==> src/pe_ctrl_config.svh <==
`ifndef PE_CTRL_CONFIG_SVH
`define PE_CTRL_CONFIG_SVH

// network depth
`define PE_NUM_LYR      5

// output length per layer
`define PE_LYR0_OL      300
`define PE_LYR1_OL      150
`define PE_LYR2_OL      75
`define PE_LYR3_OL      37
`define PE_LYR4_OL      18

// input channels of the binary layers
`define PE_LYR1_IC      64
`define PE_LYR2_IC      64
`define PE_LYR3_IC      128
`define PE_LYR4_IC      128

// output channels per layer
`define PE_LYR0_OC      64
`define PE_LYR1_OC      64
`define PE_LYR2_OC      128
`define PE_LYR3_OC      128
`define PE_LYR4_OC      256

// tile steps
`define PE_OL_STEP      12
`define PE_IC_STEP      2
`define PE_OC_STEP      32
`define PE_SWU_IC_SPAN  16

// threshold ram layout, layer 0 starts at word 0
`define PE_THR_WORDS    8
`define PE_THR_BASE1    16
`define PE_THR_BASE2    32
`define PE_THR_BASE3    64
`define PE_THR_BASE4    96

`endif

==> src/pe_ctrl_pkg.sv <==
package pe_ctrl_pkg;

    typedef logic [2:0]   lyr_cnt_t;
    typedef logic [8:0]   loop_cnt_t;
    typedef logic [4:0]   swu_ic_t;
    typedef logic [7:0]   thr_addr_t;
    typedef logic [31:0]  thr_word_t;
    typedef logic [255:0] threshold_t;

    typedef enum logic [1:0] {
        IDLE,
        INT_CMP,
        BIN_CMP,
        DONE
    } pe_phase_e;

    // bit 2 selects the switch buffer, bit 1 the weight buffer, bit 0 is compute
    typedef enum logic [2:0] {
        S0W0_IDLE,
        S0W0_CMP,
        S0W1_IDLE,
        S0W1_CMP,
        S1W0_IDLE,
        S1W0_CMP,
        S1W1_IDLE,
        S1W1_CMP
    } buf_sel_e;

    typedef struct packed {
        logic swu0;
        logic swu1;
        logic weg0;
        logic weg1;
    } buf_pair_t;

    typedef struct packed {
        swu_ic_t ic_cnt;
        logic    swu_ic_fin;
        logic    weg_ol_fin;
    } tile_status_t;

    typedef struct packed {
        logic      psel;
        logic      penable;
        logic      pwrite;
        thr_addr_t paddr;
        thr_word_t pwdata;
    } apb_req_t;

endpackage

==> src/buffer_pingpong_ctrl.sv <==
`timescale 1ns/1ps

module buffer_pingpong_ctrl (
    input  logic                  clk,
    input  logic                  rst_n,
    input  pe_ctrl_pkg::buf_pair_t buf_valid,
    input  logic                  tile_fin,
    input  logic                  ol_fin,
    input  logic                  swu_ic_fin,
    input  pe_ctrl_pkg::pe_phase_e phase,
    output pe_ctrl_pkg::buf_pair_t buf_ready
);
    import pe_ctrl_pkg::*;

    buf_sel_e sel;
    buf_sel_e sel_nxt;
    logic     swu_sel;
    logic     weg_sel;
    logic     in_cmp;
    logic     pair_vld;
    logic     swu_nxt;
    logic     weg_nxt;

    // state bits carry the selected buffers directly
    assign swu_sel = sel[2];
    assign weg_sel = sel[1];
    assign in_cmp  = sel[0];

    assign pair_vld = (swu_sel ? buf_valid.swu1 : buf_valid.swu0) &&
                      (weg_sel ? buf_valid.weg1 : buf_valid.weg0);

    always_ff @(posedge clk or negedge rst_n) begin
        if (!rst_n) begin
            sel <= S0W0_IDLE;
        end else begin
            sel <= sel_nxt;
        end
    end

    //////////////////////////////////////////////////
    // next buffer pair
    //////////////////////////////////////////////////

    always_comb begin
        swu_nxt = swu_sel;
        weg_nxt = weg_sel;
        case (phase)
            // integer layer sweeps ol with a fixed weight set
            INT_CMP: begin
                swu_nxt = ~swu_sel;
                weg_nxt = ol_fin ? ~weg_sel : weg_sel;
            end
            BIN_CMP: begin
                swu_nxt = swu_ic_fin ? ~swu_sel : swu_sel;
                weg_nxt = ~weg_sel;
            end
            default: begin
                swu_nxt = 1'b0;
                weg_nxt = 1'b0;
            end
        endcase
    end

    always_comb begin
        sel_nxt = sel;
        if (!in_cmp) begin
            if (pair_vld) begin
                sel_nxt = buf_sel_e'({swu_sel, weg_sel, 1'b1});
            end
        end else if (tile_fin) begin
            sel_nxt = buf_sel_e'({swu_nxt, weg_nxt, 1'b0});
        end
    end

    assign buf_ready.swu0 = in_cmp && !swu_sel;
    assign buf_ready.swu1 = in_cmp && swu_sel;
    assign buf_ready.weg0 = in_cmp && !weg_sel;
    assign buf_ready.weg1 = in_cmp && weg_sel;

endmodule

==> config.mk <==
export PLATFORM = sky130hd
export DESIGN_NAME = buffer_pingpong_ctrl
export DESIGN_NICKNAME = d
export VERILOG_FILES = /design/src/pe_ctrl_config.svh /design/src/pe_ctrl_pkg.sv /design/src/buffer_pingpong_ctrl.sv
export SDC_FILE = /design/constraint.sdc
export NUM_CORES = 1
export LEC_CHECK = 0
export BUFFER_PORTS_ARGS = -buffer_cell sky130_fd_sc_hd__buf_4
export CORE_AREA = 2 2 39 41
export DETAILED_ROUTE_END_ITERATION = 10
export DIE_AREA = 0 0 41 43
export PLACE_DENSITY_LB_ADDON = 0.1
export SETUP_SLACK_MARGIN = 0.1
export SLEW_MARGIN = 20
export SYNTH_ARGS = -nofsm -noshare
export SYNTH_HDL_FRONTEND = slang
export SYNTH_SLANG_ARGS = --single-unit
==> constraint.sdc <==
create_clock -name clk -period 1.05 [get_ports clk]
set_input_delay 0.1575 -clock clk [delete_from_list [all_inputs] [get_ports clk]]
set_output_delay 0.1575 -clock clk [all_outputs]
set_load 0.1 [all_outputs]
==> key figures <==
Power
  – Int Pwr: roughly 0.00080 W
  – Pwr dens: a little over 3000 mW/mm²
  – PnR Total Power: 0.00151 W
  – Sw frac: 0.473
  – Total net switching power: 0.000716 W
  – P_leak: 0.240 nW
  – Sequential share of power: 0.168
  – Max IR drop VDD: 1040 µV
  – Clock power frac: 0.132
  – Comb power frac: 0.700

Yosys
  – Mapped Nets: 37
  – Sequential fraction of the synthesis area: 0.339
  – Main combinational cell family by area after synthesis: simple AND/OR/NAND/NOR gates
  – Avg Cell Area, Syn: 9.23 µm²
  – Fraction of synthesized area in multiplexers: 0.0904
  – Syn Inst Count: 24
  – Synth Register Bits: 3
  – Leading post-synthesis cells by cell area: dfrtp_1 34%, ha_1 11%, nor2b_1 11%
  – Synth Area in XOR/XNOR: 0
  – Adder-cell share of the synthesized area: 0.113
  – Compound-gate portion of the synthesized area: 0.0791
  – Total of warnings raised by yosys: 0
  – Library cells used by synthesis: 12
  – Yosys top cell area share: 0.339
  – Largest area contributor in the netlist: dfrtp_1
  – Synth Area in Simple Gates: 0.345
  – Mapped Area: about 220 µm²

Route
  – Drt pass-1 iters: 3
  – Drt initial violations: 3
  – Detail Route Antenna Nets: 0
  – Total Wirelength: 538 µm
  – Drt drc: 0
  – Vias per cell: just under 4
  – Drt wl/cell: 8.54 µm
  – Vias: 250

Timing
  – Max Slew Vio Count: 0
  – Setup ws final: -176 ps
  – # setup viols final: 6
  – Max-Slew Margin vs Limit: 0.856
  – Tcrit/Tclk final: 1.17
  – Final Hold Fails: 0
  – Fin Setup TNS: -883 ps
  – RSZ-0062 raised after global routing: true
  – Final Skew: between 2 and 2.5 ps
  – Max frequency: 816 MHz
  – Tmin final: 1230 ps
  – Least-Margin Pin Slew: around 210 ps

Floorplanning
  – Rows: 14
  – Initial Util: 0.160
  – Number of I/O pins: 15
  – Core box area: 0.00138 mm²
  – Chip width: roughly 40 µm
  – Die area: about 0.0018 mm²
  – Die H: approximately 43 µm

Finish
  – Ant. Diodes: 0
  – P&R area growth vs syn: 121%
  – Largest register FFs: 3
  – Highest-count cells in the layout ignoring fill and taps: 12 x buf_4, 4 x buf_12, 3 x clkbuf_4
  – Commonest non-fill, non-tap cell in the layout: buf_4
  – Layout cells sized above 1: 0.596
  – Top reg by flops: sel
  – Nets: 61
  – Top flop regs: sel: 3 flops
  – Final Non-Filler Cells: 63
  – Core Util, Final: 0.354

Clock tree
  – Clock Path Buffers: 2
  – Clock sink count: 3
  – CTS Buf Count: 3
  – TritonCTS clock tree: built
  – Worst skew pair latency: 230 ps
  – Root Driver: clkbuf_4
  – Clock H-tree levels: 1
  – Worst-path clk slew: 40 ps

Critical path
  – WS Path Type: register to primary output
  – Data arrival time of the worst path: 1070 ps
  – CP Capture Type: primary output
  – Critical path fanouts, max: 4
  – Startpoint Class: register
  – CP Data Required Time: just under 900 ps

Global route
  – Global-route wire length before repair: about 900 µm
  – Antenna violations before repair: 0
  – GRT Util Overall: 0.0845
  – GRT Residual Overflow: 0
  – Largest net degree at the start of global routing: 6
  – Number of global-route vias before repair: 221

Placed design
  – Routability cong.: between 0.6 and 0.7
  – Post-DP HPWL: around 470 µm
  – Dpl ws: -164 ps
  – Placed cell count: 57
  – Port Buf Inserts: 14

Run status
  – Failing checks: negative setup slack
  – Status: finished with violations

Worst hold path
  – Hold WC Path Type: input pin to register

Job
  – Max-Cap Viols: 0
[layout make-up]
cell class | instances | area (µm²)
flip-flops and latches | 3 | 77.6
multi-input cells | 19 | 156
fillers | 146 | 893
well taps | 16 | 20.0
inverters | 2 | 7.51
clock buffers | 4 | 26.3
repair buffers | 19 | 203
[timing repair]
item,in CTS,in global routing
hold buffers,1,0
buffers inserted,1,0
hold endpoints to repair,3,0
endpoints found under the setup margin,7,7
resized for setup,18,0
pin swaps,4,0
[routing by layer]
metal | up-vias | track usage | wire length, µm
met5 | - | 0 | 0
met4 | 0 | 0.0600 | 17
met3 | 2 | 0.0471 | 45
met2 | 12 | 0.113 | 272
met1 | 110 | 0.0971 | 203
li1 | 126 | - | -
[cells in the mapped netlist]
master	count
nor2b_1	4
and2_2	2
dfrtp_1	3
mux2i_1	2
or4_1	2
nand2_1	2
nand2_2	1
ha_1	2
o21ai_0	2
o31ai_1	1
or2b_1	1
inv_1	2
[final timing paths]
check                           startpoint           end  slack [ps]  cells after the start
max in group asynchronous            rst_n        sel[2]         690                      2
worst max register to register      sel[0]        sel[2]        -120                      4
worst min-delay path              tile_fin        sel[0]         220                      3
min in group asynchronous            rst_n        sel[0]         250                      2
worst min register to register      sel[0]        sel[0]         520                      1
worst max-delay path                sel[0]  buf_ready[0]        -180                      3
[power groups by stage]
stage / clock (W) / combinational (W) / sequential [W]
after CTS: 0.000212 / 0.00107 / 0.000260
after global routing: 0.000239 / 0.00110 / 0.000269
final: 0.000199 / 0.00106 / 0.000254
after detailed placement: 0 / 0.000818 / 0.000253
after floorplan: 0 / 0.000596 / 0.000239
after global placement: 0 / 0.000811 / 0.000252
[cell families after synthesis]
family,Yosys count
AND/OR/NAND/NOR,12
AO/OA/AOI/OAI,3
flip-flops,3
buffers and inverters,2
multiplexers,2
adder cells (fa/ha/maj),2
[critical path, cell delays in order (launching register included)]
cell and delay [ps]:
dfrtp_1 400, buf_6 130, and2_4 150, buf_12 160
[per-stage QoR]
step | hold slack [ps] | cell area [µm²]
floorplan | -138 | 236
global placement | -53.9 | 384
detailed placement | -51.9 | 384
CTS | 214 | 490
global route | 197 | 490
finish | 216 | 490
Power figures use the tool's default switching activity.
