===== config.mk =====
export PLATFORM = sky130hd
export DESIGN_NAME = pe_phase_ctrl
export DESIGN_NICKNAME = d
export VERILOG_FILES = /design/src/pe_ctrl_pkg.sv /design/src/pe_phase_ctrl.sv
export VERILOG_INCLUDE_DIRS = /design/src /design/src/src
export SDC_FILE = /design/constraint.sdc
export NUM_CORES = 1
export LEC_CHECK = 0
export BUFFER_PORTS_ARGS = -buffer_cell sky130_fd_sc_hd__buf_4
export CAP_MARGIN = 20
export CORE_AREA = 2 2 39 41
export DETAILED_ROUTE_END_ITERATION = 6
export DIE_AREA = 0 0 41 43
export PLACE_DENSITY = 0.44
export SLEW_MARGIN = 25
export SYNTH_ARGS = -nofsm -noshare
export SYNTH_HDL_FRONTEND = slang
export SYNTH_SLANG_ARGS = --single-unit

===== constraint.sdc =====
create_clock -name clk -period 1.2 [get_ports clk]
set_clock_uncertainty 0.05 [all_clocks]
set_input_delay 0.18 -clock clk [delete_from_list [all_inputs] [get_ports clk]]
set_output_delay 0.18 -clock clk [all_outputs]
set_load 0.01 [all_outputs]

===== src/pe_ctrl_config.svh =====
`ifndef PE_CTRL_CONFIG_SVH
`define PE_CTRL_CONFIG_SVH

// network depth
`define PE_NUM_LYR      5

// output length per layer
`define PE_LYR0_OL      300
`define PE_LYR1_OL      150
`define PE_LYR2_OL      75
`define PE_LYR3_OL      37
`define PE_LYR4_OL      18

// input channels of the binary layers
`define PE_LYR1_IC      64
`define PE_LYR2_IC      64
`define PE_LYR3_IC      128
`define PE_LYR4_IC      128

// output channels per layer
`define PE_LYR0_OC      64
`define PE_LYR1_OC      64
`define PE_LYR2_OC      128
`define PE_LYR3_OC      128
`define PE_LYR4_OC      256

// tile steps
`define PE_OL_STEP      12
`define PE_IC_STEP      2
`define PE_OC_STEP      32
`define PE_SWU_IC_SPAN  16

// threshold ram layout, layer 0 starts at word 0
`define PE_THR_WORDS    8
`define PE_THR_BASE1    16
`define PE_THR_BASE2    32
`define PE_THR_BASE3    64
`define PE_THR_BASE4    96

`endif


===== src/pe_ctrl_pkg.sv =====
package pe_ctrl_pkg;

    typedef logic [2:0]   lyr_cnt_t;
    typedef logic [8:0]   loop_cnt_t;
    typedef logic [4:0]   swu_ic_t;
    typedef logic [7:0]   thr_addr_t;
    typedef logic [31:0]  thr_word_t;
    typedef logic [255:0] threshold_t;

    typedef enum logic [1:0] {
        IDLE,
        INT_CMP,
        BIN_CMP,
        DONE
    } pe_phase_e;

    // bit 2 selects the switch buffer, bit 1 the weight buffer, bit 0 is compute
    typedef enum logic [2:0] {
        S0W0_IDLE,
        S0W0_CMP,
        S0W1_IDLE,
        S0W1_CMP,
        S1W0_IDLE,
        S1W0_CMP,
        S1W1_IDLE,
        S1W1_CMP
    } buf_sel_e;

    typedef struct packed {
        logic swu0;
        logic swu1;
        logic weg0;
        logic weg1;
    } buf_pair_t;

    typedef struct packed {
        swu_ic_t ic_cnt;
        logic    swu_ic_fin;
        logic    weg_ol_fin;
    } tile_status_t;

    typedef struct packed {
        logic      psel;
        logic      penable;
        logic      pwrite;
        thr_addr_t paddr;
        thr_word_t pwdata;
    } apb_req_t;

endpackage


===== src/pe_phase_ctrl.sv =====
`timescale 1ns/1ps
`include "pe_ctrl_config.svh"

module pe_phase_ctrl (
    input  logic                  clk,
    input  logic                  rst_n,
    input  logic                  ecg_start,
    input  logic                  layer_fin,
    output pe_ctrl_pkg::pe_phase_e phase,
    output pe_ctrl_pkg::lyr_cnt_t  lyr
);
    import pe_ctrl_pkg::*;

    pe_phase_e phase_nxt;

    always_ff @(posedge clk or negedge rst_n) begin
        if (!rst_n) begin
            phase <= IDLE;
        end else begin
            phase <= phase_nxt;
        end
    end

    always_comb begin
        phase_nxt = phase;
        case (phase)
            IDLE: begin
                if (ecg_start) begin
                    phase_nxt = INT_CMP;
                end
            end
            // only layer 0 is an integer layer
            INT_CMP: begin
                if (layer_fin) begin
                    phase_nxt = BIN_CMP;
                end
            end
            BIN_CMP: begin
                if (layer_fin && lyr == lyr_cnt_t'(`PE_NUM_LYR - 1)) begin
                    phase_nxt = DONE;
                end
            end
            default: begin
                phase_nxt = DONE;
            end
        endcase
    end

    // layer index
    always_ff @(posedge clk or negedge rst_n) begin
        if (!rst_n) begin
            lyr <= '0;
        end else if (layer_fin) begin
            lyr <= lyr + 1'b1;
        end
    end

endmodule


==> results of run 1 <==
## registers in the layout, summed over array words and instances (netlist names)
signal  flops
lyr         3
phase       2
## cells by family after synthesis
logic type	share of synthesized area (%)
DFF	55.6
and+or+nand+nor	7.22
xor gates and xnor gates	7.78
AOI/OAI and AO/OA	10.5
muxes	4.44
buffers and inverters	3.33
adders and majority gates	11.1
## through the flow
step | power (mW) | utilization [%]
final | 0.774 | 24.7
after global routing | 0.862 | 24.7
after CTS | 0.792 | 24.7
after detailed placement | 0.583 | 22.1
after global placement | 0.577 | 22.1
after floorplan | 0.441 | -
## final cells by class
type                    count  area [um2]  share of cell area [%]
clock buffers               4        26.3                    7.69
flip-flops and latches      5         125                    36.6
well taps                  16        20.0                    5.86
repair buffers              9        70.1                    20.5
inverters                   2        7.51                    2.20
multi-input cells          12        92.6                    27.1
## layer usage
layer	wire [um]	part of all wire (%)	vias up
met5	0	0	-
met2	177	39	11
met1	208	46	79
met3	55	12	2
met4	10	2.2	0
li1	-	-	88
## power groups by stage
stage	combinational, mW	sequential, mW	clock [mW]
3_5_place_dp	0.274	0.308	0
6_report	0.276	0.305	0.193
5_1_grt	0.328	0.315	0.219
2_1_floorplan	0.114	0.327	0
3_3_place_gp	0.275	0.302	0
4_1_cts	0.282	0.307	0.203
## cell usage after synthesis, drive strengths merged
library cell | count | area (um2)
dfrtp | 5 | 125
ha | 2 | 25.0
inv | 2 | 7.51
nand2 | 2 | 7.51
o21ai | 2 | 10.0
a21o | 1 | 8.76
a21oi | 1 | 5.00
mux2i | 1 | 10.0
or3b | 1 | 8.76
xnor2 | 1 | 8.76
xor2 | 1 | 8.76
## worst max-delay path: stages (launching register included)
cell	delay (ns)
dfrtp_1	0.40
inv_1	0.06
ha_1	0.28
nand2_1	0.06
o21ai_0	0.08
## worst max-delay path by stage
stage                            start                   end  depth (start not counted)
finish              lyr[0]$_DFFE_PN0P_    lyr[1]$_DFFE_PN0P_                          4
global route        lyr[0]$_DFFE_PN0P_    lyr[1]$_DFFE_PN0P_                          4
CTS                 lyr[0]$_DFFE_PN0P_    lyr[1]$_DFFE_PN0P_                          4
detailed placement  lyr[0]$_DFFE_PN0P_    lyr[1]$_DFFE_PN0P_                          4
global placement    lyr[0]$_DFFE_PN0P_  phase[0]$_DFFE_PN0P_                          4
floorplan           lyr[0]$_DFFE_PN0P_    lyr[1]$_DFFE_PN0P_                          4
==> run_results.csv, run 1 <==
group,metric,value,unit
status,status,"finished clean",
cells_and_area,antenna_cells,0,
grt,use_met1,8.79,%
critical_path,crit_fanout,4,
cells_and_area,drive_above_1_share,37.5,%
grt,overflow,0,
cells_and_area,syn_to_final_growth,51.7,%
power_and_ir_drop,clock_power_share,25.0,%
power_and_ir_drop,p_int,0.515,mW
cells_and_area,final_area,342,um2
grt,grt_pass1_wl,779,um
worst_hold_path,hp-class,"primary input to flop",
cells_and_area,final_common_cell,"buf_4",
detailed_routing,ant_nets,0,
grt,grtUsageMet3,6.28,%
grt,first_global_vias,186,
floorplanning,ios,9,
detailed_routing,drcViolationCount,0,
floorplanning,die_w,41,um
yosys,syn_nets,25,
sta,fin_crit,1.05,ns
floorplanning,rows,14,
power_and_ir_drop,p_sw_share,33.5,%
clocking,cts_resized,0,
sta,finalCritPeriodShare,87.3,%
power_and_ir_drop,leakagePower,0.166,nW
worst_hold_path,min-delay-start,"layer_fin",
sta,setup_ws,0.152,ns
placement,gp_congestion,0.552,
grt,grt_antenna_before_repair,0,
clocking,cts_buffer_depth,2,
floorplanning,start_util,16.3,%
critical_path,crit_required,1.26,ns
sta,setup_viol,0,
power_and_ir_drop,p_switching,0.259,mW
placement,hpwl,327,um
cells_and_area,nNetsFinal,39,
sta,report.final.slew_viol_count,0,
yosys,synth_area_per_cell,11.9,um2
critical_path,cp-end-kind,"flop",
floorplanning,die-height,43,um
critical_path,cp-start-kind,"flop",
placement,pre_cts_ws,0.154,ns
yosys,synth_seq_cells,5,
yosys,postSynthCellCount,19,
worst_hold_path,holdPathStages,2,
clocking,clk_latency,0.24,ns
critical_path,r2r_end,"lyr[1]$_DFFE_PN0P_",
clocking,path_clk_slew,0.04,ns
grt,grt_busiest_layer,"met1",
sta,rsz0062_at_grt,"false",
critical_path,worstReg2RegStart,"lyr[0]$_DFFE_PN0P_",
yosys,syn_area,225,um2
sta,tightestPinTransition,0.152,ns
yosys,ys_warn_count,0,
power_and_ir_drop,power_frac_seq,39.4,%
clocking,cts.sinks,5,
grt,grt_max_degree,7,
sta,max_freq,0.954,GHz
grt,grt_use_total,7.76,%
yosys,yosysSeqAreaShare,55.6,%
sta,hold_viol,0,
placement,dp_cells,43,
clocking,hold_buffers,1,
floorplanning,dieArea,0.00176,mm2
critical_path,crit_arrival,1.11,ns
sta,maxSlewHeadroom,89.8,%
cells_and_area,final_cell_mix,"buf_4 (8), dfrtp_1 (5), clkbuf_4 (3)",
critical_path,reg2reg_depth,4,
cells_and_area,fill_cells,150,
placement,dpl-instance-area,305,um2
critical_path,rrSetupSlack,0.15,ns
clocking,cts_max_level,1,
clocking,cts_made_buffers,3,
critical_path,critPathKind,"flop to flop",
clocking,root_buffer,"clkbuf_4",
cells_and_area,layoutNonFillerInstCount,48,
worst_hold_path,min_to,"lyr[0]$_DFFE_PN0P_",
grt,met2_usage,8.13,%
sta,hold_ws,0.120,ns
power_and_ir_drop,ir_drop,0.742,mV
detailed_routing,first_pass_iters,4,
floorplanning,core_area,0.00138,mm2
detailed_routing,vias_per_cell,3.75,
placement,port_buffers,8,
clocking,cts_setup_buffers,0,
power_and_ir_drop,p_per_area,2270,mW/mm2
sta,setup_tns,0,ns
job,cap_violations,0,
detailed_routing,wl,452,um
power_and_ir_drop,combPwrFrac,35.7,%
detailed_routing,drtIter0Drc,5,
yosys,ys_types,12,
detailed_routing,wl_per_cell,9.42,um
clocking,cts_tree,"yes",
detailed_routing,vias,180,
No activity file was read; power rests on OpenSTA's default activity.
==> run 2: changes to the inputs <==
Settings changed: PLACE_DENSITY 0.44 to 0.45.
Clock period 1.2 ns to 0.9 ns, I/O delays scaled along.
==> run 2 against run 1 <==
  * Via count up 21%
  * Cell count increased by 21%
  * Non-clock buffer count grew 10
  * Critical path type is now flop to output port
  * Register-to-register slack worse by 0.28 ns
  * Power increased by 88%
  * Count of clock-buffer cells in the layout stayed put
  * Setup slack got worse by 0.31 ns
  * The flow now finishes with violations (negative setup slack)
  * Critical endpoint is now lyr[0]
  * Critical path depth is 2 lower
  * First-iteration DRC count is 100% lower
==> run_results.csv, run 2 (synthesis results as in run 1) <==
group,metric,value,unit
cells_and_area,fill_cells,139,
grt,grt_max_degree,7,
floorplanning,core_area,0.00138,mm2
clocking,clk_latency,0.24,ns
sta,max_freq,0.945,GHz
detailed_routing,first_pass_iters,1,
clocking,root_buffer,"clkbuf_4",
critical_path,timing.critical_path.cells,"buf_6 > buf_6",
floorplanning,dieArea,0.00176,mm2
grt,grt_use_total,9.41,%
critical_path,critPathKind,"flop to output port",
grt,grt_antenna_before_repair,0,
grt,first_global_vias,255,
grt,grt_pass1_wl,1000,um
floorplanning,ios,9,
placement,hpwl,375,um
cells_and_area,largest_register,"lyr",
clocking,cts_tree,"yes",
critical_path,max_stage_delay,0.39,ns
cells_and_area,drive_above_1_share,54.8,%
critical_path,cp-end-kind,"output port",
floorplanning,start_util,16.3,%
critical_path,rrSetupSlack,-0.13,ns
cells_and_area,antenna_cells,0,
placement,port_buffers,8,
detailed_routing,drtIter0Drc,0,
detailed_routing,vias_per_cell,3.74,
detailed_routing,wl,580,um
power_and_ir_drop,power.total,1.46,mW
sta,setup_viol,10,
critical_path,crit_arrival,0.87,ns
clocking,cts_made_buffers,3,
status,status,"complete, but fails checks",
detailed_routing,ant_nets,0,
critical_path,cp_slowest_cell,"dfrtp_1",
status,violations,"negative setup slack",
critical_path,crit_required,0.71,ns
grt,overflow,0,
critical_path,cp-start-kind,"flop",
sta,maxSlewHeadroom,90.7,%
floorplanning,die-height,43,um
clocking,path_clk_slew,0.04,ns
sta,hold_viol,0,
cells_and_area,final_common_cell,"buf_6",
sta,tightestPinTransition,0.136,ns
sta,hold_ws,0.0795,ns
sta,rsz0062_at_grt,"true",
cells_and_area,final_cell_mix,"buf_6 (12), buf_4 (6), dfrtp_1 (5)",
cells_and_area,syn_to_final_growth,107,%
power_and_ir_drop,leakagePower,0.229,nW
detailed_routing,vias,217,
cells_and_area,final_util,33.6,%
sta,fin_crit,1.06,ns
cells_and_area,largest_reg_flops,3,
power_and_ir_drop,ir_drop,1.08,mV
detailed_routing,drcViolationCount,0,
cells_and_area,nNetsFinal,49,
sta,report.final.slew_viol_count,0,
critical_path,crit_fanout,3,
critical_path,cpMostUsedCell,"buf_6",
cells_and_area,reg_top3,"lyr: 3 flops, phase: 2 flops",
sta,finalCritPeriodShare,118,%
worst_hold_path,hp-class,"primary input to flop",
floorplanning,rows,14,
detailed_routing,wl_per_cell,10.0,um
power_and_ir_drop,p_per_area,3130,mW/mm2
clocking,cts_max_level,1,
job,cap_violations,0,
sta,setup_ws,-0.158,ns
floorplanning,die_w,41,um
placement,gp_congestion,0.685,
clocking,cts.sinks,5,
clocking,cts_buffer_depth,2,
==> run 2: changes by cell type in the layout (fill, tap and decap cells not counted), sizes merged <==
cell	delta
buf	+10
==> run 2: layer usage <==
layer	vias to the layer above	track usage, %	share of wire, %
met1	94	10.6	45
met3	2	3.14	9.1
met2	11	12.5	43
met5	-	0	0
met4	0	10.0	2.6
li1	110	-	-
==> run 2: worst paths after layout <==
kind / startpoint / end / cells past startpoint
max: lyr[0]$_DFFE_PN0P_ / lyr[0] / 2
min: layer_fin / lyr[1]$_DFFE_PN0P_ / 2
max reg2reg: lyr[0]$_DFFE_PN0P_ / lyr[2]$_DFFE_PN0P_ / 4
min reg2reg: phase[0]$_DFFE_PN0P_ / phase[0]$_DFFE_PN0P_ / 2
max in group asynchronous: rst_n / lyr[1]$_DFFE_PN0P_ / 2
min in group asynchronous: rst_n / lyr[0]$_DFFE_PN0P_ / 2
==> run 2: layout make-up <==
class	instances	area, um2	area share (%)
clock buffers	4	26.3	5.65
inverters	2	7.51	1.61
multi-input cells	12	96.3	20.7
flip-flops and latches	5	125	26.9
well taps	16	20.0	4.30
repair buffers	19	190	40.9
==> run 2: report_power, final <==
group          internal (mW)  switching [mW]  total (mW)
combinational          0.525           0.284       0.810
sequential             0.315          0.0733       0.388
clock                  0.168          0.0912       0.259
total                   1.01           0.449        1.46
==> run 2: critical path: cells and delay by family, from the launching register on <==
| kind | cells | cell delay (ns) |
|---|---|---|
| DFF | 1 | 0.39 |
| buffers and inverters | 2 | 0.24 |
==> run 2: repair_timing <==
| item | in CTS | in global routing |
|---|---|---|
| pin swaps | 0 | 1 |
| hold buffers | 1 | 0 |
| buffers inserted | 5 | 0 |
| resized for setup | 12 | 1 |
| setup endpoints to repair | 8 | 10 |
| endpoints found under the hold margin | 5 | 0 |
==> run 2: per-stage QoR <==
step,cells,cell area [um2],setup slack [ns],setup TNS [ns]
global placement,48,343,-0.0738,-0.136
global route,58,465,-0.200,-1.48
finish,58,465,-0.158,-1.08
detailed placement,48,343,-0.116,-0.210
CTS,58,462,-0.165,-1.16
floorplan,19,225,-0.0985,-0.205
