$ cat src/pe_ctrl_config.svh
`ifndef PE_CTRL_CONFIG_SVH
`define PE_CTRL_CONFIG_SVH

// network depth
`define PE_NUM_LYR      5

// output length per layer
`define PE_LYR0_OL      300
`define PE_LYR1_OL      150
`define PE_LYR2_OL      75
`define PE_LYR3_OL      37
`define PE_LYR4_OL      18

// input channels of the binary layers
`define PE_LYR1_IC      64
`define PE_LYR2_IC      64
`define PE_LYR3_IC      128
`define PE_LYR4_IC      128

// output channels per layer
`define PE_LYR0_OC      64
`define PE_LYR1_OC      64
`define PE_LYR2_OC      128
`define PE_LYR3_OC      128
`define PE_LYR4_OC      256

// tile steps
`define PE_OL_STEP      12
`define PE_IC_STEP      2
`define PE_OC_STEP      32
`define PE_SWU_IC_SPAN  16

// threshold ram layout, layer 0 starts at word 0
`define PE_THR_WORDS    8
`define PE_THR_BASE1    16
`define PE_THR_BASE2    32
`define PE_THR_BASE3    64
`define PE_THR_BASE4    96

`endif

$ cat src/pe_ctrl_pkg.sv
package pe_ctrl_pkg;

    typedef logic [2:0]   lyr_cnt_t;
    typedef logic [8:0]   loop_cnt_t;
    typedef logic [4:0]   swu_ic_t;
    typedef logic [7:0]   thr_addr_t;
    typedef logic [31:0]  thr_word_t;
    typedef logic [255:0] threshold_t;

    typedef enum logic [1:0] {
        IDLE,
        INT_CMP,
        BIN_CMP,
        DONE
    } pe_phase_e;

    // bit 2 selects the switch buffer, bit 1 the weight buffer, bit 0 is compute
    typedef enum logic [2:0] {
        S0W0_IDLE,
        S0W0_CMP,
        S0W1_IDLE,
        S0W1_CMP,
        S1W0_IDLE,
        S1W0_CMP,
        S1W1_IDLE,
        S1W1_CMP
    } buf_sel_e;

    typedef struct packed {
        logic swu0;
        logic swu1;
        logic weg0;
        logic weg1;
    } buf_pair_t;

    typedef struct packed {
        swu_ic_t ic_cnt;
        logic    swu_ic_fin;
        logic    weg_ol_fin;
    } tile_status_t;

    typedef struct packed {
        logic      psel;
        logic      penable;
        logic      pwrite;
        thr_addr_t paddr;
        thr_word_t pwdata;
    } apb_req_t;

endpackage

$ cat src/threshold_fetch.sv
`timescale 1ns/1ps
`include "pe_ctrl_config.svh"

module threshold_fetch (
    input  logic                   clk,
    input  logic                   rst_n,
    input  logic                   ecg_start,
    input  logic                   oc_incr,
    input  logic                   layer_fin,
    input  pe_ctrl_pkg::lyr_cnt_t   lyr,
    input  pe_ctrl_pkg::thr_word_t  rd_data,
    output logic                   rd_en,
    output pe_ctrl_pkg::thr_addr_t  rd_addr,
    output logic                   thr_valid,
    output pe_ctrl_pkg::threshold_t threshold
);
    import pe_ctrl_pkg::*;

    localparam int CNT_W = $clog2(`PE_THR_WORDS);

    typedef logic [CNT_W-1:0] rd_cnt_t;
    typedef enum logic {
        FETCH_IDLE,
        FETCH_READ
    } fetch_state_e;

    localparam rd_cnt_t RD_LAST = rd_cnt_t'(`PE_THR_WORDS - 1);

    fetch_state_e                     state;
    thr_addr_t                        base;
    thr_addr_t                        base_nxt_lyr;
    rd_cnt_t                          rd_cnt;
    rd_cnt_t                          rd_cnt_d;
    logic                             rd_vld;
    logic                             blk_last;
    thr_word_t [`PE_THR_WORDS-1:0]    thr_sreg;

    //////////////////////////////////////////////////
    // block base address
    //////////////////////////////////////////////////

    always_comb begin
        case (lyr)
            3'd0:    base_nxt_lyr = thr_addr_t'(`PE_THR_BASE1);
            3'd1:    base_nxt_lyr = thr_addr_t'(`PE_THR_BASE2);
            3'd2:    base_nxt_lyr = thr_addr_t'(`PE_THR_BASE3);
            3'd3:    base_nxt_lyr = thr_addr_t'(`PE_THR_BASE4);
            default: base_nxt_lyr = '0;
        endcase
    end

    always_ff @(posedge clk or negedge rst_n) begin
        if (!rst_n) begin
            base <= '0;
        end else if (layer_fin) begin
            base <= base_nxt_lyr;
        end else if (thr_valid) begin
            base <= base + thr_addr_t'(`PE_THR_WORDS);
        end
    end

    //////////////////////////////////////////////////
    // read sequencer
    //////////////////////////////////////////////////

    always_ff @(posedge clk or negedge rst_n) begin
        if (!rst_n) begin
            state  <= FETCH_IDLE;
            rd_cnt <= '0;
        end else if (state == FETCH_IDLE) begin
            rd_cnt <= '0;
            if (ecg_start || oc_incr) begin
                state <= FETCH_READ;
            end
        end else begin
            rd_cnt <= rd_cnt + 1'b1;
            if (rd_cnt == RD_LAST) begin
                state <= FETCH_IDLE;
            end
        end
    end

    assign rd_en   = (state == FETCH_READ);
    assign rd_addr = base + thr_addr_t'(rd_cnt);

    // ram data lines up with the delayed count
    always_ff @(posedge clk or negedge rst_n) begin
        if (!rst_n) begin
            rd_vld    <= 1'b0;
            rd_cnt_d  <= '0;
            blk_last  <= 1'b0;
            thr_valid <= 1'b0;
        end else begin
            rd_vld    <= rd_en;
            rd_cnt_d  <= rd_cnt;
            blk_last  <= rd_vld && (rd_cnt_d == RD_LAST);
            thr_valid <= blk_last;
        end
    end

    // newest word enters at the top, base word ends up at the bottom
    always_ff @(posedge clk) begin
        if (rd_vld) begin
            thr_sreg <= {rd_data, thr_sreg[`PE_THR_WORDS-1:1]};
        end
    end

    assign threshold = thr_sreg;

endmodule

$ cat config.mk
export PLATFORM = sky130hd
export DESIGN_NAME = threshold_fetch
export DESIGN_NICKNAME = d
export VERILOG_FILES = /design/src/pe_ctrl_pkg.sv /design/src/threshold_fetch.sv
export VERILOG_INCLUDE_DIRS = /design/src /design/src/src
export SDC_FILE = /design/constraint.sdc
export NUM_CORES = 1
export LEC_CHECK = 0
export BUFFER_PORTS_ARGS = -buffer_cell sky130_fd_sc_hd__buf_2
export CAP_MARGIN = 20
export CORE_ASPECT_RATIO = 0.75
export CORE_MARGIN = 3
export CORE_UTILIZATION = 34
export CTS_BUF_LIST = sky130_fd_sc_hd__clkbuf_4 sky130_fd_sc_hd__clkbuf_8
export DETAILED_ROUTE_END_ITERATION = 16
export HOLD_SLACK_MARGIN = 0.03
export PLACE_DENSITY_LB_ADDON = 0.12
export SYNTH_ARGS = -nofsm -noshare
export SYNTH_HDL_FRONTEND = slang
export SYNTH_SLANG_ARGS = --single-unit
$ cat constraint.sdc
create_clock -name clk -period 12.6 [get_ports clk]
set_clock_uncertainty 0.05 [all_clocks]
set_input_delay 1.89 -clock clk [delete_from_list [all_inputs] [get_ports clk]]
set_output_delay 1.89 -clock clk [all_outputs]
set_load 0.02 [all_outputs]
==> results of run 1 <==
## state kept, by name, indices dropped and copies added (netlist names)
register   flops
rd_vld         1
rd_cnt_d       3
threshold    256
base           5
blk_last       1
rd_en          1
rd_cnt         3
thr_valid      1
## power by group through the flow
stage	combinational [mW]	sequential [mW]	clock [mW]
after floorplan	0.0331	2.44	0
after global placement	1.13	1.79	0
after detailed placement	1.12	1.81	0
after CTS	1.12	1.80	0.743
after global routing	1.16	1.85	0.787
final	1.10	1.79	0.707
## metal layers
| layer | up-vias | wire [µm] | track usage |
|---|---|---|---|
| met5 | - | 0 | 0 |
| met1 | 2033 | 6840 | 0.151 |
| met2 | 218 | 7820 | 0.192 |
| met3 | 39 | 1980 | 0.0674 |
| met4 | 0 | 478 | 0.0509 |
| li1 | 1936 | - | - |
## worst max-delay path, delay by kind of cell, from the launching register on
family                   cells  cell delay (ns)
buffers and inverters        1             0.16
flip-flops                   1             0.40
adder cells (fa/ha/maj)      1             0.29
## synthesized netlist by cell type (all sizes together)
| library cell | instances | share of area |
|---|---|---|
| inv | 1 | 0.00045 |
| o21a | 1 | 0.00090 |
| xnor2 | 3 | 0.0032 |
| xor2 | 4 | 0.0042 |
| nor2 | 3 | 0.0014 |
| clkbuf | 3 | 0.0014 |
| nand4 | 2 | 0.0015 |
| and2 | 2 | 0.0015 |
| a21oi | 1 | 0.00060 |
| o22ai | 1 | 0.00075 |
| nand2 | 4 | 0.0018 |
| ha | 4 | 0.0060 |
| buf | 1 | 0.00090 |
| nor3 | 2 | 0.0012 |
| edfxtp | 256 | 0.92 |
| nand3 | 1 | 0.00060 |
| dfrtp | 15 | 0.045 |
| nor2b | 1 | 0.00075 |
| and4 | 1 | 0.0011 |
| mux2i | 1 | 0.0012 |
| conb | 1 | 0.00045 |
| o21ai | 2 | 0.0012 |
## metrics by stage
step | cell area [µm²] | hold WS [ns] | setup WS, ns | util | std cells
6_report | 11100 | 0.304 | 9.29 | 0.471 | 1014
5_1_grt | 11100 | 0.315 | 9.21 | 0.471 | 1014
4_1_cts | 11100 | 0.310 | 9.23 | 0.471 | 1014
3_5_place_dp | 10300 | 0.289 | 9.67 | 0.436 | 939
3_3_place_gp | 10300 | 0.305 | 9.75 | 0.436 | 939
2_1_floorplan | 8320 | 0.281 | 6.35 | - | 310
## final cells by class
type / instances / area [µm²] / share of cell area
Clock buffer: 60 / 732 / 0.0660
Timing Repair Buffer: 308 / 1550 / 0.140
Multi-Input combinational cell: 34 / 235 / 0.0212
Inverter: 1 / 3.75 / 0.000339
Sequential cell: 271 / 8070 / 0.728
Clock inverter: 15 / 90.1 / 0.00813
Tap cell: 325 / 407 / 0.0367
## layout by cell type, fill, tap and decap left out, drive strengths merged
cell    instances
nand2           4
o21ai           2
clkbuf         60
clkinv         14
nor3            2
conb            1
bufinv          1
nor2            3
mux2i           1
nor2b           1
and4            1
nand4           2
o21a            1
ha              4
inv             1
dfrtp          15
xnor2           3
edfxtp        256
nand3           1
o22ai           1
buf           308
xor2            4
a21oi           1
and2            2
## worst max-delay path by stage
stage               slack (ns)                 endpoint                start
floorplan                 6.35       blk_last$_DFF_PN0_     rd_vld$_DFF_PN0_
global placement          9.75  threshold[11]$_DFFE_PP_     rd_vld$_DFF_PN0_
detailed placement        9.67  threshold[43]$_DFFE_PP_     rd_vld$_DFF_PN0_
CTS                       9.23               rd_addr[1]  rd_cnt[1]$_DFF_PN0_
global route              9.21               rd_addr[1]  rd_cnt[1]$_DFF_PN0_
finish                    9.29               rd_addr[1]  rd_cnt[1]$_DFF_PN0_
## logic make-up (layout without fill, tap and decap cells)
family                     after synthesis  count (layout)  synth area share
AOI/OAI and AO/OA                        5               5           0.00346
xor gates and xnor gates                 7               7           0.00737
adders and majority gates                4               4           0.00602
buffers and inverters                    5             384           0.00271
DFF                                    271             271             0.969
muxes                                    1               1           0.00120
other                                    1               1          0.000451
and+or+nand+nor                         16              16           0.00977
==> metrics, run 1 <==
status=completed; CTS max path bufs=3; initial antenna violation count=0; clk root buf=clkbuf_8; Starting Density=0.353; vias in the first global route=4480; Hold WC Path Type=register to register; element type at the critical path end=primary output; Max FO, Critical Path=3; Pwr Density=325 nW/µm²; area grow syn2layout=33.2%; register area share after synthesis=0.969; synthesized cell area=8320 µm²; max-slew violations=0; I/O pin count=306; Routed WL=17.1 mm; CTS tree=built; critical path class=register to primary output; Peak VDD IR=123 µV; largest net degree at the start of global routing=87; Critical-path top delay cell=dfrtp_1; internal power=2.27 mW; Yosys Warn Count=0; MaxCap Viol Count=0; Core Rows=48; Sequential Power Share=0.497; flops & latches, synth=271; DP Wirelength=11.8 mm; end of the worst hold path=thr_valid$_DFF_PN0_; Vias per Instance=4.17; Layout Nets=702; Die W=187 µm; clock transition at the registers of the reported paths=0.06 ns; CTS H-tree lvls=2; Max Freq=0.302 GHz; Lkg Pwr=4.61 nW; Slew HR=0.278; diode count=0; hold path depth=0; die area=26400 µm²; drt initial violations=175; share of layout cells above drive strength 1=0.541; worst endpoint required time=10.66 ns; Max stage delay on crit path=0.40 ns; WL per Instance=16.9 µm; Num Clock Sinks=271; first-pass GRT wire length=26.0 mm; Syn Area/Cell=26.8 µm²; Routed Antenna Nets=0; min Tclk post-route=3.31 ns; sw power=1.33 mW; final setup vio count=0; number of post-CTS setup repair buffers=0; setup TNS=0 ns; Slew @ Worst Pin=1.08 ns; Crit Reg-Reg Endpoint=threshold[153]$_DFFE_PP_; Tcrit/Tclk final=0.263; Die Y-Extent=141 µm; # resized after CTS=0; RD Place Congestion=0.781; CP Cell Sequence=ha_1 > buf_2; Synth Instances=310; GRT Total Usage=0.126; Fill cells=2075; reg2reg setup slack=9.65 ns; worst reg2reg path depth=2; cts bufs inserted=42; Worst-Skew Late Latency=0.52 ns; Tot Pwr=3.60 mW; Clock Power Share=0.196; RSZ-0062 raised after global routing=false; grt ovf=0; DRC=0; Fin. Hold Viols=0; Logic pwr share=0.307; post-synth cell types=22; PortBufs=305; reg2reg start=rd_vld$_DFF_PN0_; Post-Syn Nets=354; sw frac=0.370; hold_buf cts=0; Vias=4226; startpoint types=register; hold wc startpoint=blk_last$_DFF_PN0_; core area=23500 µm²; TritonRoute pass-1 iters=4; WP data arrival=1.37 ns
(Power assumes the default switching activity.)
==> run 2: changes to the inputs <==
clock period = 3.2 ns   (was 12.6 ns; I/O delays follow)
==> run 2 against run 1 <==
Net effect: wire length down 1.5%; setup slack worse by 8.0 ns; utilization up 0.41 points; sequential power rose to 4.0 times the previous value; worst hold slack worse by 0.22 ns; die area unchanged; global-route usage down 0.37 points; non-clock buffer count up 9; critical path depth unchanged; via count up 0.85%; clock-buffer cell count up 4; total power rose to 4.0 times the previous value; largest power group unchanged.
==> metrics, run 2 (synthesized netlist as in run 1, its figures left out) <==
status=completed; Max Freq=0.525 GHz; Vias=4262; Routed WL=16.8 mm; CTS H-tree lvls=2; Peak VDD IR=618 µV; Fin. Hold Viols=0; RD Place Congestion=0.760; diode count=0; MaxCap Viol Count=0; cts bufs inserted=42; clock transition at the registers of the reported paths=0.06 ns; Hold Worst Slack=0.0849 ns; end of the worst hold path=threshold[232]$_DFFE_PP_; reg2reg setup slack=1.40 ns; startpoint types=register; final setup vio count=0; RSZ-0062 raised after global routing=false; clk root buf=clkbuf_8; TritonRoute pass-1 iters=6; Tot Pwr=14.2 mW; DP Wirelength=11.7 mm; Hold WC Path Type=primary input to register; die area=26400 µm²; # resized after CTS=0; DRC=0; Fill cells=2075; internal power=9.02 mW; CTS max path bufs=3; Logic pwr share=0.302; Die Y-Extent=141 µm; reg2reg start=rd_vld$_DFF_PN0_; Slew HR=0.425; Pwr Density=1270 nW/µm²; Crit Reg-Reg Endpoint=threshold[159]$_DFFE_PP_; Tcrit/Tclk final=0.595; most common cell after layout, fill and taps aside=buf_2; CTS tree=built; PortBufs=305; core area=23500 µm²; I/O pin count=306; setup TNS=0 ns; max-slew violations=0; Sequential Power Share=0.501; leading cell types in the layout, fill and taps excluded=305 x buf_2, 256 x edfxtp_1, 46 x clkbuf_8; Clock Power Share=0.197; Max FO, Critical Path=3; Final Util=0.475; Vias per Instance=4.19; share of layout cells above drive strength 1=0.553; sw frac=0.367; Routed Antenna Nets=0; initial antenna violation count=0; WL per Instance=16.6 µm; Layout Nets=711; GRT Total Usage=0.122; worst reg2reg path depth=1; sw power=5.23 mW; Worst-Skew Late Latency=0.51 ns; first-pass GRT wire length=25.4 mm; worst endpoint required time=2.67 ns; Lkg Pwr=4.66 nW; drt initial violations=191; Die W=187 µm; WP data arrival=1.37 ns; max reg flops=256; min Tclk post-route=1.90 ns; Num Clock Sinks=271; final worst setup slack=1.30 ns; worst slack at placement=1.37 ns; Slew @ Worst Pin=0.862 ns; hold wc startpoint=rd_data[8]; critical path class=register to primary output; Core Rows=48; area grow syn2layout=34.4%; hold path depth=1; element type at the critical path end=primary output; vias in the first global route=4372; largest net degree at the start of global routing=64; grt ovf=0; Starting Density=0.353
## run 2: cell types whose count changed in the layout (fill, tap and decap cells not counted)
cell and delta:
clkinv_1 -10, buf_4 +4, clkbuf_4 +3, dlygate4sd3_1 +3, buf_12 +2, clkbuf_8 +1
clkinv_4 -1, clkinvlp_4 +1
## run 2: per-stage QoR
step	cell area (µm²)	instances
finish	11200	1017
global route	11200	1017
CTS	11200	1015
detailed placement	10300	945
global placement	10300	945
floorplan	8320	310
## run 2: power by group through the flow
stage	combinational (mW)	sequential [mW]	clock (mW)
after detailed placement	4.37	7.24	0
after global routing	4.51	7.40	3.09
after floorplan	0.130	9.41	0
after global placement	4.38	7.16	0
final	4.31	7.13	2.81
after CTS	4.37	7.19	2.93
## run 2: critical path: stages (launching register included)
cell	delay [ns]
dfrtp_1	0.40
ha_1	0.30
buf_2	0.16
## run 2: how the worst max path moves through the flow
stage / startpoint / slack [ns] / to / depth (start not counted)
floorplan: rd_vld$_DFF_PN0_ / 0.67 / threshold[0]$_DFFE_PP_ / 0
global placement: rd_vld$_DFF_PN0_ / 1.41 / threshold[159]$_DFFE_PP_ / 1
detailed placement: rd_vld$_DFF_PN0_ / 1.37 / threshold[159]$_DFFE_PP_ / 1
CTS: rd_cnt[1]$_DFF_PN0_ / 1.25 / rd_addr[1] / 2
global route: rd_cnt[1]$_DFF_PN0_ / 1.22 / rd_addr[1] / 2
finish: rd_cnt[1]$_DFF_PN0_ / 1.30 / rd_addr[1] / 2
## run 2: repair_timing
item / 4_1_cts / 5_1_grt
buffers inserted: 0 / 0
hold buffers: 1 / 2
endpoints found under the hold margin: 15 / 2
setup endpoints to repair: 0 / 0
## run 2: layer usage
layer | track usage | vias up | part of all wire
met5 | 0 | - | 0
met4 | 0.0588 | 0 | 0.036
met3 | 0.0546 | 44 | 0.11
met2 | 0.187 | 217 | 0.45
met1 | 0.149 | 2050 | 0.40
li1 | - | 1951 | -
## run 2: cell type report
class,instances,area (µm²),area share
inverter,1,3.75,0.000336
tap,325,407,0.0364
sequential,271,8070,0.721
clock buffer,64,768,0.0687
multi-input combinational,34,235,0.0210
timing repair buffer,317,1650,0.147
clock inverter,5,51.3,0.00459
