**src/pe_ctrl_config.svh**
```systemverilog
`ifndef PE_CTRL_CONFIG_SVH
`define PE_CTRL_CONFIG_SVH

// network depth
`define PE_NUM_LYR      5

// output length per layer
`define PE_LYR0_OL      300
`define PE_LYR1_OL      150
`define PE_LYR2_OL      75
`define PE_LYR3_OL      37
`define PE_LYR4_OL      18

// input channels of the binary layers
`define PE_LYR1_IC      64
`define PE_LYR2_IC      64
`define PE_LYR3_IC      128
`define PE_LYR4_IC      128

// output channels per layer
`define PE_LYR0_OC      64
`define PE_LYR1_OC      64
`define PE_LYR2_OC      128
`define PE_LYR3_OC      128
`define PE_LYR4_OC      256

// tile steps
`define PE_OL_STEP      12
`define PE_IC_STEP      2
`define PE_OC_STEP      32
`define PE_SWU_IC_SPAN  16

// threshold ram layout, layer 0 starts at word 0
`define PE_THR_WORDS    8
`define PE_THR_BASE1    16
`define PE_THR_BASE2    32
`define PE_THR_BASE3    64
`define PE_THR_BASE4    96

`endif

```
**src/pe_ctrl_pkg.sv**
```systemverilog
package pe_ctrl_pkg;

    typedef logic [2:0]   lyr_cnt_t;
    typedef logic [8:0]   loop_cnt_t;
    typedef logic [4:0]   swu_ic_t;
    typedef logic [7:0]   thr_addr_t;
    typedef logic [31:0]  thr_word_t;
    typedef logic [255:0] threshold_t;

    typedef enum logic [1:0] {
        IDLE,
        INT_CMP,
        BIN_CMP,
        DONE
    } pe_phase_e;

    // bit 2 selects the switch buffer, bit 1 the weight buffer, bit 0 is compute
    typedef enum logic [2:0] {
        S0W0_IDLE,
        S0W0_CMP,
        S0W1_IDLE,
        S0W1_CMP,
        S1W0_IDLE,
        S1W0_CMP,
        S1W1_IDLE,
        S1W1_CMP
    } buf_sel_e;

    typedef struct packed {
        logic swu0;
        logic swu1;
        logic weg0;
        logic weg1;
    } buf_pair_t;

    typedef struct packed {
        swu_ic_t ic_cnt;
        logic    swu_ic_fin;
        logic    weg_ol_fin;
    } tile_status_t;

    typedef struct packed {
        logic      psel;
        logic      penable;
        logic      pwrite;
        thr_addr_t paddr;
        thr_word_t pwdata;
    } apb_req_t;

endpackage

```
**src/tile_loop_counter.sv**
```systemverilog
`timescale 1ns/1ps
`include "pe_ctrl_config.svh"

module tile_loop_counter (
    input  logic                     clk,
    input  logic                     rst_n,
    input  logic [1:0]               swu_fin,
    input  pe_ctrl_pkg::pe_phase_e    phase,
    input  pe_ctrl_pkg::lyr_cnt_t     lyr,
    output logic                     tile_fin,
    output logic                     ol_fin,
    output logic                     layer_fin,
    output logic                     oc_incr,
    output pe_ctrl_pkg::tile_status_t tile_status
);
    import pe_ctrl_pkg::*;

    localparam swu_ic_t SWU_IC_LAST = swu_ic_t'((`PE_SWU_IC_SPAN - 1) * `PE_IC_STEP);

    loop_cnt_t ol_cnt;
    loop_cnt_t ic_cnt;
    loop_cnt_t oc_cnt;
    loop_cnt_t ol_lim;
    loop_cnt_t ic_lim;
    loop_cnt_t oc_lim;
    logic      ic_fin;
    logic      oc_fin;
    logic      oc_adv;
    logic      loop_act;

    assign tile_fin = |swu_fin;
    assign loop_act = (phase == INT_CMP) || (phase == BIN_CMP);

    //////////////////////////////////////////////////
    // per layer limits
    //////////////////////////////////////////////////

    always_comb begin
        case (lyr)
            3'd0: begin
                ol_lim = loop_cnt_t'(`PE_LYR0_OL - 1);
                ic_lim = '0;
                oc_lim = loop_cnt_t'(`PE_LYR0_OC - `PE_OC_STEP);
            end
            3'd1: begin
                ol_lim = loop_cnt_t'(`PE_LYR1_OL - `PE_OL_STEP);
                ic_lim = loop_cnt_t'(`PE_LYR1_IC - `PE_IC_STEP);
                oc_lim = loop_cnt_t'(`PE_LYR1_OC - `PE_OC_STEP);
            end
            3'd2: begin
                ol_lim = loop_cnt_t'(`PE_LYR2_OL - `PE_OL_STEP);
                ic_lim = loop_cnt_t'(`PE_LYR2_IC - `PE_IC_STEP);
                oc_lim = loop_cnt_t'(`PE_LYR2_OC - `PE_OC_STEP);
            end
            3'd3: begin
                ol_lim = loop_cnt_t'(`PE_LYR3_OL - `PE_OL_STEP);
                ic_lim = loop_cnt_t'(`PE_LYR3_IC - `PE_IC_STEP);
                oc_lim = loop_cnt_t'(`PE_LYR3_OC - `PE_OC_STEP);
            end
            default: begin
                ol_lim = loop_cnt_t'(`PE_LYR4_OL - `PE_OL_STEP);
                ic_lim = loop_cnt_t'(`PE_LYR4_IC - `PE_IC_STEP);
                oc_lim = loop_cnt_t'(`PE_LYR4_OC - `PE_OC_STEP);
            end
        endcase
    end

    //////////////////////////////////////////////////
    // loop counters
    //////////////////////////////////////////////////

    always_ff @(posedge clk or negedge rst_n) begin
        if (!rst_n) begin
            ol_cnt <= '0;
            ic_cnt <= '0;
        end else if (tile_fin) begin
            case (phase)
                INT_CMP: begin
                    ol_cnt <= ol_fin ? '0 : ol_cnt + 1'b1;
                    ic_cnt <= '0;
                end
                BIN_CMP: begin
                    // ol only moves once all input channels are done
                    if (ic_fin) begin
                        ol_cnt <= ol_fin ? '0 : ol_cnt + loop_cnt_t'(`PE_OL_STEP);
                    end
                    ic_cnt <= ic_fin ? '0 : ic_cnt + loop_cnt_t'(`PE_IC_STEP);
                end
                default: begin
                    ol_cnt <= '0;
                    ic_cnt <= '0;
                end
            endcase
        end
    end

    assign oc_adv = tile_fin && ((phase == INT_CMP && ol_fin) ||
                                 (phase == BIN_CMP && ol_fin && ic_fin));

    always_ff @(posedge clk or negedge rst_n) begin
        if (!rst_n) begin
            oc_cnt <= '0;
        end else if (oc_adv) begin
            oc_cnt <= oc_fin ? '0 : oc_cnt + loop_cnt_t'(`PE_OC_STEP);
        end
    end

    // finish flags lag the counts by a cycle
    always_ff @(posedge clk or negedge rst_n) begin
        if (!rst_n) begin
            ol_fin  <= 1'b0;
            ic_fin  <= 1'b0;
            oc_fin  <= 1'b0;
            oc_incr <= 1'b0;
        end else begin
            ol_fin  <= loop_act && (ol_cnt >= ol_lim);
            ic_fin  <= loop_act && (ic_cnt >= ic_lim);
            oc_fin  <= loop_act && (oc_cnt >= oc_lim);
            oc_incr <= oc_adv;
        end
    end

    always_comb begin
        case (phase)
            INT_CMP: layer_fin = tile_fin && ol_fin && oc_fin;
            BIN_CMP: layer_fin = tile_fin && ol_fin && ic_fin && oc_fin;
            default: layer_fin = 1'b0;
        endcase
    end

    // status toward the switch unit and weight bank
    assign tile_status.ic_cnt     = ic_cnt[4:0];
    assign tile_status.swu_ic_fin = (ic_cnt[4:0] >= SWU_IC_LAST);
    assign tile_status.weg_ol_fin = (phase == INT_CMP) && tile_fin && ol_fin;

endmodule

```
**config.mk**
```make
export PLATFORM = sky130hd
export DESIGN_NAME = tile_loop_counter
export DESIGN_NICKNAME = d
export VERILOG_FILES = /design/src/pe_ctrl_pkg.sv /design/src/tile_loop_counter.sv
export VERILOG_INCLUDE_DIRS = /design/src /design/src/src
export SDC_FILE = /design/constraint.sdc
export NUM_CORES = 1
export LEC_CHECK = 0
export BUFFER_PORTS_ARGS = -buffer_cell sky130_fd_sc_hd__buf_4
export CORE_ASPECT_RATIO = 0.5
export CORE_MARGIN = 2
export CORE_UTILIZATION = 41
export CTS_BUF_LIST = sky130_fd_sc_hd__clkbuf_16
export CTS_CLUSTER_DIAMETER = 100
export DETAILED_ROUTE_END_ITERATION = 10
export HOLD_SLACK_MARGIN = 0.06
export PLACE_DENSITY_LB_ADDON = 0.25
export SYNTH_ARGS = -nofsm -noshare
export SYNTH_HDL_FRONTEND = slang
export SYNTH_SLANG_ARGS = --single-unit
```
**constraint.sdc**
```tcl
create_clock -name clk -period 3.7 [get_ports clk]
set_input_delay 1.11 -clock clk [delete_from_list [all_inputs] [get_ports clk]]
set_output_delay 1.11 -clock clk [all_outputs]
set_load 0.1 [all_outputs]
```
==> results_dict.tcl, run 1 <==
set metrics [dict create \
    status "completed" \
    syn2layout_area_growth_pct 15.8 \
    cap_violations 0 \
    ys_types 43 \
    tightest_slew_ps 598 \
    crit_fanout 3 \
    maxSlewHeadroom 0.600 \
    vias_per_cell 5.72 \
    fin_setup_tns_ps 0 \
    cp-end-kind "primary output" \
    h-tree-depth 1 \
    r2r-start "ol_cnt[2]$_DFFE_PN0P_" \
    numClockSinks 25 \
    drt-total-wl_um 4230 \
    grt_pass1_vias 1530 \
    dpl.hpwl_um 3170 \
    vias 1665 \
    ys_warn_count 0 \
    coreArea_sq_um 4360 \
    rsz0062_at_grt "false" \
    power.density_nw_per_um2 392 \
    initial_core_util 0.422 \
    synth-async-reset-ratio 1.00 \
    grt_pass1_wl_um 7280 \
    final_hold_viol_count 0 \
    worstSetupStartpoint "phase[0]" \
    synth_top_flop_cell "dfrtp_1" \
    crit_top_cell "buf_4" \
    maxSlewViolCount 0 \
    cp_slowest_cell "or2_2" \
    r2r_slack_ps 1520 \
    cts-root-buf "clkbuf_16" \
    rows 17 \
    reg2regPathDepth 6 \
    wl_per_cell_um 14.5 \
    worst-endpoint-required_ps 2590 \
    die_y_um 51.4 \
    cts_buffers 3 \
    fmax_ghz 0.279 \
    holdWs_ps 538 \
    drive_gt1_frac 0.158 \
    n_antenna_cell 0 \
    ant_nets 0 \
    setup_viol 0 \
    place.gp.congestion 0.945 \
    io_buffers 18 \
    cp-start-kind "input pin" \
    clkTransAtPathRegs_ps 60 \
    fp.dieW_um 98.8 \
    synthCells 216 \
    yosysSeqAreaShare 0.340 \
    finalClockSkew_ps 1.92 \
    first_pass_iters 5 \
    arrival_ps 2470 \
    cts_max_path_buffers 2 \
    grt_antenna_before_repair 0 \
    nets 267 \
    max_stage_delay_ps 280 \
    clock_latency_ps 260 \
    synth_area_per_cell_sq_um 8.53 \
    synth_top_cell_by_area "dfrtp_1" \
    grt_max_degree 26 \
    p_leak_nw 1.07 \
    design.die.area_sq_um 5080 \
    ctsHoldBuffers 0 \
    crit_chain "buf_4 -> inv_1 -> ha_1 -> nor2b_1 -> or2_2 -> nor2_1 -> buf_4 -> and3_4 -> buf_6" \
    ys_top_cells_by_area "dfrtp_1, ha_1, nor2_1, o21ai_0, a21oi_1" \
    synth_top_area_frac 0.340 \
    drc_errors 0 \
    ir_drop_v 0.000155 \
    grt_overflow 0 \
    period_share 0.969 \
    synth.ff_latch_count 25 \
    synth-edff-count 0 \
    r2r_end "ol_fin$_DFF_PN0_" \
    drt_iter0_drc 77 \
    netlist_area_sq_um 1840 \
    period_needed_ps 3580 \
    hold_class "reg2reg" \
    endpoint "layer_fin" \
    io_pins 20 \
    worstSetupPathType "in2out" \
    syn-num-nets 248 \
    cts_tree "done" \
    track_usage 0.183 \
]
-- layer usage --
layer / vias to the layer above / track usage / share of wire
met2: 71 / 0.300 / 0.45
met4: 0 / 0.0434 / 0.012
met3: 7 / 0.0424 / 0.070
li1: 803 / - / -
met5: - / 0 / 0
met1: 784 / 0.247 / 0.47
-- final cells by class --
class | count | area (sq um)
Fill cell | 406 | 2230
Multi-Input combinational cell | 162 | 1090
Sequential cell | 25 | 626
Timing Repair Buffer | 26 | 199
Clock buffer | 3 | 75.1
Tap cell | 57 | 71.3
Inverter | 17 | 65.1
Clock inverter | 1 | 5.00
-- metrics by stage --
step	worst slack, ps	std cells	instance area [sq um]	power (mW)	utilization
after detailed placement	69.6	287	2050	0.595	0.470
after CTS	59.0	291	2130	0.841	0.488
after global routing	8.37	291	2130	0.895	0.489
final	116	291	2130	0.837	0.489
after floorplan	96.8	216	1850	0.528	-
after global placement	81.5	287	2050	0.588	0.470
-- Yosys cell counts (2+ instances only) --
cell,number
a31oi_1,3
and3_1,4
a21oi_1,15
a2111oi_2,2
nand2b_1,4
nand4_1,6
nor2_1,23
buf_2,2
xor2_1,5
o21ai_0,16
a21boi_0,2
nand2_1,20
inv_1,16
nor3_1,3
ha_1,23
o32ai_1,2
nand3_1,6
buf_4,5
a21o_1,5
nor2b_1,2
clkbuf_1,5
nand3b_1,2
dfrtp_1,25
-- registers in the layout, summed over array words and instances (netlist names) --
signal and count:
ol_fin 1, ic_fin 1, oc_cnt 4, oc_fin 1, ol_cnt 9, oc_incr 1, ic_cnt 8
-- how the worst min path moves through the flow --
stage | from | slack, ps | end | cells past startpoint
floorplan | oc_fin$_DFF_PN0_ | 490 | oc_cnt[8]$_DFFE_PN0P_ | 1
global placement | oc_cnt[8]$_DFFE_PN0P_ | 530 | oc_cnt[8]$_DFFE_PN0P_ | 2
detailed placement | oc_cnt[8]$_DFFE_PN0P_ | 530 | oc_cnt[8]$_DFFE_PN0P_ | 2
CTS | oc_cnt[8]$_DFFE_PN0P_ | 550 | oc_cnt[8]$_DFFE_PN0P_ | 2
global route | oc_cnt[8]$_DFFE_PN0P_ | 600 | oc_cnt[8]$_DFFE_PN0P_ | 2
finish | oc_cnt[8]$_DFFE_PN0P_ | 540 | oc_cnt[8]$_DFFE_PN0P_ | 2
-- cells in the final DEF (no fill, tap or decap), types with 2 or more instances in the layout --
cell and count:
nand4_1 6, inv_1 16, ha_1 23, clkbuf_16 3, clkinv_2 2, a21oi_1 15
xor2_1 5, a2111oi_2 2, a31oi_1 3, nor2b_1 2, o32ai_1 2, nand3b_1 2
buf_4 25, o21ai_0 16, nand2b_1 4, dfrtp_1 25, and3_1 3, nor3_1 3
nand3_1 6, nor2_1 23, a21boi_0 2, a21o_1 5, nand2_1 20
-- kinds of logic after synthesis --
family	share of synthesized area
AO/OA/AOI/OAI	0.206
XOR/XNOR	0.0285
adder cells (fa/ha/maj)	0.156
buffers and inverters	0.0707
flip-flops	0.340
multiplexers	0.00543
other	0.00204
AND/OR/NAND/NOR	0.192
-- critical path, delay by kind of cell --
family                   cells  cell delay (ps)
adder cells (fa/ha/maj)      1              190
AND/OR/NAND/NOR              4              700
buffers and inverters        4              470
-- power by group --
part	internal [mW]	total, mW	switching (mW)
sequential	0.299	0.354	0.0543
combinational	0.0956	0.240	0.145
clock	0.146	0.243	0.0971
total	0.541	0.837	0.296
-- repair_timing --
| item | in CTS | in global routing |
|---|---|---|
| endpoints found under the hold margin | 0 | 0 |
| setup endpoints to repair | 0 | 1 |
| gates resized for setup | 0 | 1 |
| buffers inserted | 0 | 0 |
(Power assumes the default switching activity.)
==> run 2, diff against run 1 <==
--- a/config.mk
+++ b/config.mk
@@ -6,7 +6,7 @@
 export SDC_FILE = /design/constraint.sdc
 export NUM_CORES = 1
 export LEC_CHECK = 0
-export BUFFER_PORTS_ARGS = -buffer_cell sky130_fd_sc_hd__buf_4
+export BUFFER_PORTS_ARGS = -buffer_cell sky130_fd_sc_hd__buf_2
 export CORE_ASPECT_RATIO = 0.5
 export CORE_MARGIN = 2
 export CORE_UTILIZATION = 41
==> run 2 against run 1 <==
Against the previous run: register-to-register slack about the same; routed wire length up 2.0%; critical endpoint unchanged; clock power up 2%; highest routed layer unchanged; clock skew up 3.2 ps; die area unchanged.
==> results_dict.tcl, run 2 (same netlist as run 1, synthesis figures left out) <==
set metrics [dict create \
    min_path_cells 2 \
    ant_nets 0 \
    ir_drop_v 0.000176 \
    tightest_slew_ps 595 \
    cts-root-buf "clkbuf_16" \
    drt_iter0_drc 156 \
    power.density_nw_per_um2 399 \
    place.gp.congestion 0.934 \
    min_from "oc_cnt[8]$_DFFE_PN0P_" \
    largest-register "ol_cnt" \
    cap_violations 0 \
    cts_tree "done" \
    crit_fanout 2 \
    numClockSinks 25 \
    worstSetupPathDepth 8 \
    vias_per_cell 5.65 \
    vias 1644 \
    first_pass_iters 4 \
    clock_latency_ps 260 \
    rows 17 \
    drc_errors 0 \
    arrival_ps 2500 \
    grt_overflow 0 \
    reg_top3 "ol_cnt: 9 flops, ic_cnt: 8 flops, oc_cnt: 4 flops" \
    holdWs_ps 546 \
    io_buffers 18 \
    path_delay_family "simple AND/OR/NAND/NOR gates" \
    track_usage 0.183 \
    grt_max_degree 26 \
    largest_reg_flops 9 \
    coreArea_sq_um 4360 \
    wl_per_cell_um 14.8 \
    max_stage_delay_ps 290 \
    period_share 0.975 \
    mostFrequentLayoutCell "dfrtp_1" \
    finalClockSkew_ps 5.15 \
    final_cell_mix "dfrtp_1, nor2_1, ha_1" \
    fin_util 0.481 \
    n_antenna_cell 0 \
    status "completed" \
    io_pins 20 \
    period_needed_ps 3610 \
    grt_pass1_vias 1511 \
    r2r-start "ol_cnt[2]$_DFFE_PN0P_" \
    fin_setup_tns_ps 0 \
    grt_antenna_before_repair 0 \
    initial_core_util 0.422 \
    ctsHoldBuffers 0 \
    fmax_ghz 0.277 \
    hold_class "reg2reg" \
    r2r_slack_ps 1520 \
    cts_resized 0 \
    crit_chain "buf_2 -> inv_1 -> ha_1 -> nor2b_1 -> or2_2 -> nor2_1 -> and3_4 -> buf_12" \
    p_leak_nw 1.07 \
    postCtsSetupRepairBufs 0 \
    dpl.hpwl_um 3230 \
    whs_endpoint "oc_cnt[8]$_DFFE_PN0P_" \
    r2r_end "ol_fin$_DFF_PN0_" \
    path_buf_inv 3 \
    nets 267 \
    clkTransAtPathRegs_ps 60 \
    syn2layout_area_growth_pct 13.9 \
    grt_pass1_wl_um 7290 \
    setup_viol 0 \
    worst-endpoint-required_ps 2590 \
    cp-end-kind "primary output" \
    reg2regPathDepth 6 \
    rsz0062_at_grt "false" \
    final_hold_viol_count 0 \
    cts_buffers 3 \
    drt-total-wl_um 4310 \
    cp-start-kind "input pin" \
    design.die.area_sq_um 5080 \
    die_y_um 51.4 \
    worstSetupPathType "in2out" \
    cts_max_path_buffers 2 \
    maxSlewViolCount 0 \
    fp.dieW_um 98.8 \
    nFillCells 418 \
    maxSlewHeadroom 0.603 \
    h-tree-depth 1 \
    cp_slowest_cell "or2_2" \
    drive_gt1_frac 0.158 \
    worstSetupStartpoint "phase[0]" \
]
==> run 2: cell count changes in the layout (fill, tap and decap cells not counted) <==
cell | before | now
buf_6 | 1 | 0
buf_2 | 0 | 17
buf_12 | 0 | 1
buf_4 | 25 | 8
==> run 2: area by class of cell <==
type / instances / area [sq um] / area share
Clock buffer: 3 / 75.1 / 0.0358
Clock inverter: 1 / 5.00 / 0.00239
Inverter: 17 / 65.1 / 0.0310
Multi-Input combinational cell: 162 / 1090 / 0.520
Sequential cell: 25 / 626 / 0.298
Tap cell: 57 / 71.3 / 0.0340
Timing Repair Buffer: 26 / 165 / 0.0787
==> run 2: worst max-delay path by stage <==
stage | end | slack [ps]
finish | layer_fin | 90
global route | layer_fin | 40
CTS | layer_fin | 100
detailed placement | layer_fin | 100
global placement | layer_fin | 100
floorplan | layer_fin | 100
==> run 2: tightest hold or removal path, cell delays in order (launching register included) <==
cell and delay [ps]:
dfrtp_1 390, nand2_1 60, o21ai_0 60
==> run 2: per-layer routing <==
metal / global-route usage / wire length [um] / vias up
met1: 0.253 / 2130 / 783
met2: 0.291 / 1920 / 48
met5: 0 / 0 / -
met4: 0.0548 / 35 / 0
met3: 0.0397 / 222 / 7
li1: - / - / 806
==> run 2: stage by stage <==
| step | instance area (sq um) | setup slack, ps | instances | power (mW) |
|---|---|---|---|---|
| floorplan | 1850 | 96.8 | 216 | 0.528 |
| global placement | 2020 | 101 | 287 | 0.587 |
| detailed placement | 2020 | 100 | 287 | 0.595 |
| CTS | 2100 | 98.9 | 291 | 0.844 |
| global route | 2100 | 42.7 | 291 | 0.893 |
| finish | 2100 | 91.0 | 291 | 0.838 |
==> run 2: power breakdown <==
group          leakage [nW]  internal, mW  switching, mW  total (mW)
registers             0.331         0.299         0.0516       0.351
clock network        0.0409         0.146          0.101       0.247
logic                 0.696        0.0912          0.148       0.240
